$ cat src/common/audio_defines.svh
// Audio subsystem parameters
`ifndef AUDIO_DEFINES_SVH
`define AUDIO_DEFINES_SVH

// Number of sample FIFO entries, a power of two.
`define AUDIO_FIFO_DEPTH 64

// Fill count width, wide enough to hold a full FIFO.
`define AUDIO_COUNT_W ($clog2(`AUDIO_FIFO_DEPTH) + 1)

// Pacing period after reset, in clock cycles.
`define AUDIO_RELOAD_RESET 4536

// Packed stereo sample width.
`define AUDIO_SAMPLE_W 32

// CPU data bus width.
`define AUDIO_BUS_W 32

`endif

$ cat src/common/audio_regs_pkg.sv
// Audio CPU register map
`default_nettype none

`include "audio_defines.svh"

package audio_regs_pkg;

	// One CPU data word.
	typedef logic [`AUDIO_BUS_W-1:0] bus_word_t;

	// Register addresses on the 4-bit address bus.
	// Data writes push a sample, data reads return the fill count.
	typedef enum logic [3:0] {
		REG_DATA   = 4'h0,
		REG_RELOAD = 4'h1
	} reg_addr_e;

	// Meaning of the rw input.
	typedef enum logic {
		OP_READ  = 1'b0,
		OP_WRITE = 1'b1
	} bus_op_e;

endpackage

`default_nettype wire

$ cat src/common/audio_stream_pkg.sv
// Audio sample stream types
`default_nettype none

`include "audio_defines.svh"

package audio_stream_pkg;

	// One audio channel.
	typedef logic [`AUDIO_SAMPLE_W/2-1:0] channel_t;

	// Stereo pair, left in the upper half.
	typedef struct packed {
		channel_t left;
		channel_t right;
	} sample_t;

	// Output stage pacing states.
	typedef enum logic {
		OUT_IDLE = 1'b0,
		OUT_HOLD = 1'b1
	} out_state_e;

endpackage

`default_nettype wire

$ cat src/common/audio_sample_if.sv
// Controller to output stage link
`default_nettype none

`include "audio_defines.svh"

interface audio_sample_if;

	// FIFO head, valid while take is high.
	audio_stream_pkg::sample_t sample;
	// One-cycle pulse when a sample leaves the FIFO.
	logic take;
	// Output stage is pacing the previous sample.
	logic busy;
	// Pacing period held in the controller.
	logic [`AUDIO_BUS_W-1:0] reload;

	modport ctrl (
		output sample,
		output take,
		output reload,
		input busy
	);

	modport out_stage (
		input sample,
		input take,
		input reload,
		output busy
	);

endinterface

`default_nettype wire

$ cat src/audio_controller/audio_controller.sv
// Audio CPU port and FIFO control
`default_nettype none

`include "audio_defines.svh"

module audio_controller (
	input wire i_clock,
	input wire i_rst_n,
	input wire i_request,
	input wire i_rw,
	input wire [3:0] i_address,
	input wire [`AUDIO_BUS_W-1:0] i_wdata,
	output audio_regs_pkg::bus_word_t o_rdata,
	output logic o_ready,
	output logic o_interrupt,
	audio_sample_if.ctrl snk
);
	localparam int DEPTH = `AUDIO_FIFO_DEPTH;
	localparam int COUNT_W = `AUDIO_COUNT_W;

	audio_regs_pkg::reg_addr_e addr;
	audio_regs_pkg::bus_word_t reload;
	audio_stream_pkg::sample_t fifo_wdata;

	logic is_write;
	logic accept;
	logic fifo_write;
	logic fifo_empty;
	logic fifo_full;
	logic [COUNT_W-1:0] fifo_count;
	logic above_half;
	logic [1:0] half_hist;

	audio_fifo fifo (
		.i_clock(i_clock),
		.i_rst_n(i_rst_n),
		.i_write(fifo_write),
		.i_wdata(fifo_wdata),
		.i_read(snk.take),
		.o_rdata(snk.sample),
		.o_empty(fifo_empty),
		.o_full(fifo_full),
		.o_count(fifo_count)
	);

	assign addr = audio_regs_pkg::reg_addr_e'(i_address);
	assign is_write = (audio_regs_pkg::bus_op_e'(i_rw) == audio_regs_pkg::OP_WRITE);

	// New request not yet answered.
	assign accept = i_request && !o_ready;

	// Hand the head to the output stage as soon as it is free.
	assign snk.take = !snk.busy && !fifo_empty;
	assign snk.reload = reload;

	always_ff @(posedge i_clock) begin
		if (!i_rst_n) begin
			o_ready <= 1'b0;
			fifo_write <= 1'b0;
			reload <= `AUDIO_RELOAD_RESET;
		end else begin
			fifo_write <= 1'b0;
			if (accept) begin
				if (is_write) begin
					case (addr)
						audio_regs_pkg::REG_DATA: begin
							// Stall while full, unless a take frees a slot now.
							if (!fifo_full || snk.take) begin
								fifo_write <= 1'b1;
								o_ready <= 1'b1;
							end
						end
						audio_regs_pkg::REG_RELOAD: begin
							reload <= i_wdata;
							o_ready <= 1'b1;
						end
						default: o_ready <= 1'b1;
					endcase
				end else begin
					o_ready <= 1'b1;
				end
			end else if (!i_request) begin
				o_ready <= 1'b0;
			end
		end
	end

	// Read data and the sample to push.
	always_ff @(posedge i_clock) begin
		if (accept) begin
			fifo_wdata <= audio_stream_pkg::sample_t'(i_wdata);
			case (addr)
				audio_regs_pkg::REG_DATA: o_rdata <= audio_regs_pkg::bus_word_t'(fifo_count);
				audio_regs_pkg::REG_RELOAD: o_rdata <= reload;
				default: o_rdata <= '0;
			endcase
		end
	end

	// Refill request when the fill drops to half or below.
	assign above_half = (fifo_count > COUNT_W'(DEPTH / 2));

	always_ff @(posedge i_clock) begin
		if (!i_rst_n) begin
			half_hist <= 2'b00;
			o_interrupt <= 1'b0;
		end else begin
			half_hist <= {half_hist[0], above_half};
			o_interrupt <= (half_hist == 2'b10);
		end
	end

endmodule

`default_nettype wire

$ cat src/audio_fifo/audio_fifo.sv
// Block RAM sample FIFO
`default_nettype none

`include "audio_defines.svh"

module audio_fifo (
	input wire i_clock,
	input wire i_rst_n,
	input wire i_write,
	input wire audio_stream_pkg::sample_t i_wdata,
	input wire i_read,
	output audio_stream_pkg::sample_t o_rdata,
	output logic o_empty,
	output logic o_full,
	output logic [`AUDIO_COUNT_W-1:0] o_count
);
	localparam int DEPTH = `AUDIO_FIFO_DEPTH;
	localparam int ADDR_W = $clog2(DEPTH);
	localparam int COUNT_W = `AUDIO_COUNT_W;

	audio_stream_pkg::sample_t mem [DEPTH];

	logic [ADDR_W-1:0] wr_ptr;
	logic [ADDR_W-1:0] rd_ptr;
	logic [ADDR_W-1:0] rd_next;
	logic do_write;
	logic do_read;

	assign o_empty = (o_count == '0);
	assign o_full = (o_count == COUNT_W'(DEPTH));

	// A full FIFO still accepts a write in the cycle it is read.
	assign do_read = i_read && !o_empty;
	assign do_write = i_write && (!o_full || do_read);

	// Address of the word that becomes the head after this edge.
	assign rd_next = do_read ? rd_ptr + 1'b1 : rd_ptr;

	always_ff @(posedge i_clock) begin
		if (do_write) begin
			mem[wr_ptr] <= i_wdata;
		end
	end

	// Registered head word.
	// A write into the next head slot bypasses the RAM.
	always_ff @(posedge i_clock) begin
		if (do_write && (wr_ptr == rd_next)) begin
			o_rdata <= i_wdata;
		end else begin
			o_rdata <= mem[rd_next];
		end
	end

	always_ff @(posedge i_clock) begin
		if (!i_rst_n) begin
			wr_ptr <= '0;
			rd_ptr <= '0;
			o_count <= '0;
		end else begin
			rd_ptr <= rd_next;
			if (do_write) begin
				wr_ptr <= wr_ptr + 1'b1;
			end
			// Read plus write leaves the count alone.
			case ({do_write, do_read})
				2'b10: o_count <= o_count + 1'b1;
				2'b01: o_count <= o_count - 1'b1;
				default: o_count <= o_count;
			endcase
		end
	end

endmodule

`default_nettype wire

$ cat src/audio_output/audio_output.sv
// Paced DAC output stage
`default_nettype none

`include "audio_defines.svh"

module audio_output (
	input wire i_clock,
	input wire i_rst_n,
	audio_sample_if.out_stage src,
	output audio_stream_pkg::channel_t o_dac_left,
	output audio_stream_pkg::channel_t o_dac_right,
	output logic o_dac_strobe
);
	audio_stream_pkg::out_state_e state;

	logic [`AUDIO_BUS_W-1:0] period;
	logic [`AUDIO_BUS_W-1:0] hold_count;

	// Periods below two cycles are clamped.
	assign period = (src.reload < `AUDIO_BUS_W'(2)) ? `AUDIO_BUS_W'(2) : src.reload;

	// Busy covers the period minus the take cycle.
	assign src.busy = (state == audio_stream_pkg::OUT_HOLD);

	always_ff @(posedge i_clock) begin
		if (!i_rst_n) begin
			state <= audio_stream_pkg::OUT_IDLE;
			hold_count <= '0;
		end else begin
			case (state)
				audio_stream_pkg::OUT_IDLE: begin
					if (src.take) begin
						state <= audio_stream_pkg::OUT_HOLD;
						hold_count <= period - `AUDIO_BUS_W'(2);
					end
				end
				audio_stream_pkg::OUT_HOLD: begin
					if (hold_count == '0) begin
						state <= audio_stream_pkg::OUT_IDLE;
					end else begin
						hold_count <= hold_count - 1'b1;
					end
				end
				default: state <= audio_stream_pkg::OUT_IDLE;
			endcase
		end
	end

	// DAC registers, strobed one cycle after the take.
	always_ff @(posedge i_clock) begin
		if (!i_rst_n) begin
			o_dac_left <= '0;
			o_dac_right <= '0;
			o_dac_strobe <= 1'b0;
		end else begin
			o_dac_strobe <= src.take;
			if (src.take) begin
				o_dac_left <= src.sample.left;
				o_dac_right <= src.sample.right;
			end
		end
	end

endmodule

`default_nettype wire

$ cat src/verilog/audio_top.sv
// Audio playback top level
`default_nettype none

`include "audio_defines.svh"

module audio_top (
	input wire i_clock,
	input wire i_rst_n,

	// CPU port.
	input wire i_request,
	input wire i_rw,
	input wire [3:0] i_address,
	input wire [`AUDIO_BUS_W-1:0] i_wdata,
	output logic [`AUDIO_BUS_W-1:0] o_rdata,
	output logic o_ready,
	output logic o_interrupt,

	// DAC side.
	output logic [`AUDIO_SAMPLE_W/2-1:0] o_dac_left,
	output logic [`AUDIO_SAMPLE_W/2-1:0] o_dac_right,
	output logic o_dac_strobe
);
	audio_sample_if sample_if ();

	audio_controller controller (
		.i_clock(i_clock),
		.i_rst_n(i_rst_n),
		.i_request(i_request),
		.i_rw(i_rw),
		.i_address(i_address),
		.i_wdata(i_wdata),
		.o_rdata(o_rdata),
		.o_ready(o_ready),
		.o_interrupt(o_interrupt),
		.snk(sample_if.ctrl)
	);

	audio_output out_stage (
		.i_clock(i_clock),
		.i_rst_n(i_rst_n),
		.src(sample_if.out_stage),
		.o_dac_left(o_dac_left),
		.o_dac_right(o_dac_right),
		.o_dac_strobe(o_dac_strobe)
	);

endmodule

`default_nettype wire
$ cat config.mk
export PLATFORM = sky130hd
export DESIGN_NAME = audio_top
export DESIGN_NICKNAME = d
export VERILOG_FILES = /design/src/common/audio_regs_pkg.sv /design/src/common/audio_stream_pkg.sv /design/src/common/audio_sample_if.sv /design/src/audio_controller/audio_controller.sv /design/src/audio_fifo/audio_fifo.sv /design/src/audio_output/audio_output.sv /design/src/verilog/audio_top.sv
export VERILOG_INCLUDE_DIRS = /design/src /design/src/common
export SDC_FILE = /design/constraint.sdc
export NUM_CORES = 2
export LEC_CHECK = 0
export ABC_CLOCK_PERIOD_IN_PS = 8100
export BUFFER_PORTS_ARGS = -buffer_cell sky130_fd_sc_hd__buf_2
export CORE_MARGIN = 3
export CORE_UTILIZATION = 65
export CTS_CLUSTER_SIZE = 25
export DETAILED_ROUTE_END_ITERATION = 12
export GPL_TIMING_DRIVEN = 0
export PLACE_DENSITY_LB_ADDON = 0.05
export SYNTH_ARGS = -nofsm -noshare
export SYNTH_HDL_FRONTEND = slang
export SYNTH_SLANG_ARGS = --single-unit
export TNS_END_PERCENT = 30
$ cat constraint.sdc
create_clock -name i_clock -period 8.1 [get_ports i_clock]
set_clock_uncertainty 0.2 [all_clocks]
set_input_delay 0.81 -clock i_clock [delete_from_list [all_inputs] [get_ports i_clock]]
set_output_delay 0.81 -clock i_clock [all_outputs]
set_load 0.01 [all_outputs]
Word-level counts from Yosys, hierarchy flattened
Memory sizes are Yosys's and may differ from the RTL's. A register that Yosys moved wholly into a read port is not among the register bits.
Index checks and enable logic that the tools add are counted.
Operators by class
  add/sub/neg operators: 6
  bitwise logic cells: 1
  reduce and logical (&&, ||, !) cells: 18
  equal/unequal tests: 9
  multiplexer cells: 18
  magnitude comparators: 2
Operators with widths (count)
  $pmux W32 S2: 2
  $mux W32: 3
  $logic_not A32 Y1: 1
  $lt A32 B2 Y1 const B: 1
  $sub A32 B1 Y32 const B: 1
  $sub A32 B2 Y32 const B: 1
  $pmux W7 S2: 1
  $add A6 B1 Y6 const B: 2
  $mux W1: 10
  $add A7 B1 Y7 const B: 1
  $eq A7 B7 Y1 const B: 1
  $gt A7 B6 Y1 const B: 1
  $logic_not A7 Y1: 1
  $sub A7 B1 Y7 const B: 1
  $mux W6: 1
  $eq A2 B2 Y1 const B: 2
  $eq A4 B1 Y1 const B: 1
  $logic_and A1 B1 Y1: 4
  $logic_not A1 Y1: 4
  $logic_not A4 Y1: 1
  $ne A2 B2 Y1 const B: 2
  $ne A4 B4 Y1 const B: 1
  $reduce_and A2 Y1: 2
  $reduce_and A4 Y1: 1
  7 further kinds: 8
Storage, ports and cells
  bits of input ports: 40
  memories kept: 1
  RAM bits: 2048
  register bits: 186
Memory list
  controller.fifo.mem: depth 64, bits a word 32, read ports 1, clocked after memory_dff 1, write ports 1, line audio_fifo.sv:21  | audio_stream_pkg::sample_t mem [DEPTH];

Logic depth before layout (Yosys ltp)
  word-level depth: 8
  mapped depth: 15
  mapped depth without buffers: 13

Cells and area by module
From an unflattened synthesis, not the netlist that was laid out.
Second synthesis, totals
  cell total of the unflattened synthesis: 4154
  area total of the unflattened synthesis: 86347.8 um^2
Modules (own cells, without submodules)
  audio_fifo: cells each 3429, area each 78839.4 um^2, instances 1, seq. area each 61999.5 um^2
  audio_output: cells each 465, area each 3794.9 um^2, instances 1, seq. area each 1321.3 um^2
  audio_controller: cells each 260, area each 3713.6 um^2, instances 1, seq. area each 2662.6 um^2

Worst setup path before layout
No wires, ideal clock.
  path kind: input -> register
  start point: input i_request
  end point: register controller.reload[12], in the netlist controller.snk.reload[12]
  slack: 3.081 ns
  required time: 7.764 ns
  arrival time: 4.683 ns
  library setup time: 0.136 ns
  cell stages on the path: 5
  path buffers: 1
  cells stage by stage: nor2b_1 > nand3_1 > clkbuf_1 > nand2_1 > nand3_1
Between the ends
  word-level cells in the longest chain between the ends: 2
RTL lines
  start, declared: line audio_top.sv:11  | input wire i_request,
  $logic_and A1 B1 Y1: line audio_controller.sv:50  | assign accept = i_request && !o_ready;
  $reduce_and A3 Y1 (no line)
  end signal, assigned: line audio_controller.sv:60  | reload <= `AUDIO_RELOAD_RESET;
  end signal, assigned: line audio_controller.sv:74  | reload <= i_wdata;
  end, declared: line audio_controller.sv:22  | audio_regs_pkg::bus_word_t reload;
Every way passes these cells.
A chain may end at the register's enable or synchronous reset.

==> metrics.yaml <==
outcome: "finished with violations"
violations: "max-capacitance violations, max-slew violations"
drtIter0Drc: 6526
synth_edf_count: 2112
end_kind: "register"
post_cts_buffers: 0
finalWorstSetupSlack_ns: 2.36
synthMuxAreaShare_pct: 12.9
hold_path.class: "in2reg"
fp-row-count: 132
dp_slack_ns: 2.58
p_int_mw: 19.5
combPwrFrac_pct: 14.2
h-tree-depth: 4
cts_resized: 0
routed_wl_um: 232000
place.gp.congestion: 0.926
min_path_cells: 1
maxCapViolations: 1
grt_usage_pct: 34.7
period_needed_ns: 5.74
drive_above_1_share_pct: 19.3
final_cell_mix: "2,112 x edfxtp_1, 385 x mux2i_1, 320 x mux4_2"
final_common_cell: "edfxtp_1"
synth_top_family_by_area: "multiplexers"
cpMostUsedCell: "clkbuf_1"
fillCellCount: 7225
use_met2_pct: 54.4
numClockSinks: 2240
hpwl_um: 159000
clk_pin_slew_worst_paths_ns: 0.06
multiInputGateArea_um2: 19100
fmax_mhz: 174
ys_ff_latch: 2240
synth-xor-area-share_pct: 0.358
die_h_um: 369
synth_top_area_share_pct: 74.0
ys_seq_area_share_pct: 77.0
rsz0062_at_grt: "false"
overflow: 0
dieWidth_um: 369
worstPathArrival_ns: 6.24
yosysWarnings: 0
syn_avg_cell_area_um2: 19.2
clockBufferDepth: 3
synth_compound_area_share_pct: 4.38
numCtsBuffers: 212
synth_flop_cell: "edfxtp_1"
grt_max_degree: 36
switching_power_mw: 6.67
gr-max-usage-layer: "met2"
seq_power_share_pct: 50.0
nets: 4995
pwr-share-clk_pct: 35.8
detail-route-antenna-nets: 0
p_per_area_nw_per_um2: 264
drc_errors: 0
viasPerCell: 6.81
grt_antenna_before_repair: 22
synth_top_area_cell: "edfxtp_1"
io_pins: 107
tightest_slew_ns: 1.61
finalHoldViolCount: 0
cp_data_required_time_ns: 8.60
cts_tree: "built"
final_max_slew_viol_count: 9
io_buffers: 105
cp_num_buf_inv: 4
netlist_area_um2: 85600
yosysUniqueCellTypes: 72
area_growth_pct: 15.8
synthArstFlopShare_pct: 0
p_leak_nw: 30.3
crit_path_start_kind: "register"
start_util_pct: 65.8
syn_nets: 4513
clock-root-buffer: "clkbuf_16"
relSlewSlack_pct: -7.64
register_area_um2: 66000
setup_tns_ns: 0
final.period_utilization_pct: 70.9
crit_chain: "clkbuf_1 -> buf_2 -> nand4b_1 -> clkbuf_1 -> clkbuf_1 -> nor2_1 -> nor3_1 -> nand4_1 -> a32o_1"
worstRegToRegCells: 9
via_count: 46800
slowest_delay_ns: 0.92
worstHoldStart: "i_wdata[21]"
die-area_um2: 136000
cp_top_family: "buffers and inverters"
core_area_um2: 130000
worst-path-stages: 9
clock_latency_ns: 0.84
swShare_pct: 25.5
wl_per_cell_um: 33.7
setup_viol: 0
synth_fa_ha_area_share_pct: 0.169
dr.pass1.iters: 6
peakVddDrop_mv: 0.277
crit_type: "reg2reg"
met3_usage_pct: 7.52
crit_path_top_delay_cell: "clkbuf_1"
synth.area.top_cells: "edfxtp_1 74%, mux4_2 8.4%, mux2i_1 4.5%"
yosys.area_share.simple_pct: 3.88
grt_use_met1_pct: 47.0
syn_inst: 4462
grt_pass1_vias: 46600
grt_first_pass_wirelength_um: 332000
cp_max_fo: 10
logic make-up after synthesis:
group / count (synthesis)
multiplexers: 705
AND/OR/NAND/NOR: 652
flip-flops: 2240
AO/OA/AOI/OAI: 549
XOR/XNOR: 35
adder cells (fa/ha/maj): 11
buffers and inverters: 270
flip-flops by register name (all words and copies together) (netlist names), 2 cells and up, named ones only:
signal,count
controller.snk.reload,32
out_stage.o_dac_right,16
controller.half_hist,2
controller.fifo.o_count,7
controller.fifo_wdata,32
controller.o_rdata,32
out_stage.o_dac_left,16
controller.fifo.wr_ptr,6
out_stage.hold_count,32
controller.fifo.mem,2048
controller.fifo.rd_ptr,6
per-layer routing:
metal / up-vias / share of wire (%)
li1: 19300 / -
met1: 24200 / 36
met2: 2792 / 48
met3: 529 / 10
met4: 2 / 5.5
met5: - / 0.0060
path summary, 6_finish.rpt:
kind	to	slack (ns)
min	controller.fifo_wdata[21]$_DFFE_PP_	0.06
max	out_stage.o_dac_left[1]$_SDFFE_PN0P_	2.36
max reg2reg	out_stage.o_dac_left[1]$_SDFFE_PN0P_	2.36
min reg2reg	controller.o_interrupt$_SDFF_PN0_	0.27
cell type report:
class | instances | area share (%)
Antenna cell | 8 | 0.0202
Buffer | 256 | 1.04
Clock buffer | 302 | 5.98
Clock inverter | 93 | 0.575
Inverter | 14 | 0.0530
Multi-Input combinational cell | 1952 | 19.2
Sequential cell | 2240 | 66.5
Tap cell | 1742 | 2.20
Timing Repair Buffer | 268 | 4.37
metrics by stage:
stage               instances  total power [mW]  area, um2  utilization (%)  hold WS, ns
floorplan                4462              15.5      85600                -        0.183
global placement         6309              16.7      88400             67.9        0.244
detailed placement       6453              16.9      92500             71.0        0.252
CTS                      6866              26.1      99100             76.2     0.000618
global route             6868              26.8      99200             76.2       0.0167
finish                   6875              26.1      99200             76.2       0.0560
power by group through the flow:
stage | Combinational [mW] | Clock (mW) | Sequential (mW)
after floorplan | 2.20 | 0 | 13.3
after global placement | 3.28 | 0 | 13.5
after detailed placement | 3.62 | 0 | 13.3
after CTS | 3.67 | 9.40 | 13.1
after global routing | 3.90 | 9.87 | 13.1
final | 3.71 | 9.36 | 13.1
cell usage after synthesis, drive strengths merged, types with 2 or more instances:
master / count
o2111ai: 3
inv: 14
ha: 10
o31ai: 6
nor2b: 8
nand2b: 5
o41ai: 2
nor3b: 2
nand4: 74
mux2i: 385
o22ai: 102
a211oi: 4
nand3b: 7
a32o: 36
a21o: 3
edfxtp: 2112
dfxtp: 128
nor3: 51
a31oi: 7
a22o: 8
a22oi: 128
or3: 20
mux4: 320
o211ai: 14
nand2: 161
o21a: 8
or2: 5
or4: 10
o22a: 33
and2: 39
buf: 97
nor4: 56
xnor2: 22
nor2: 175
nand3: 22
clkbuf: 159
nand4b: 5
and3: 4
o21ai: 95
and4: 3
xor2: 13
a21oi: 88
o31a: 5
what timing repair did:
item	in CTS	in global routing
endpoints found under the hold margin	24	0
endpoints found under the setup margin	0	0
hold buffers	18	0
Power figures use the tool's default switching activity.
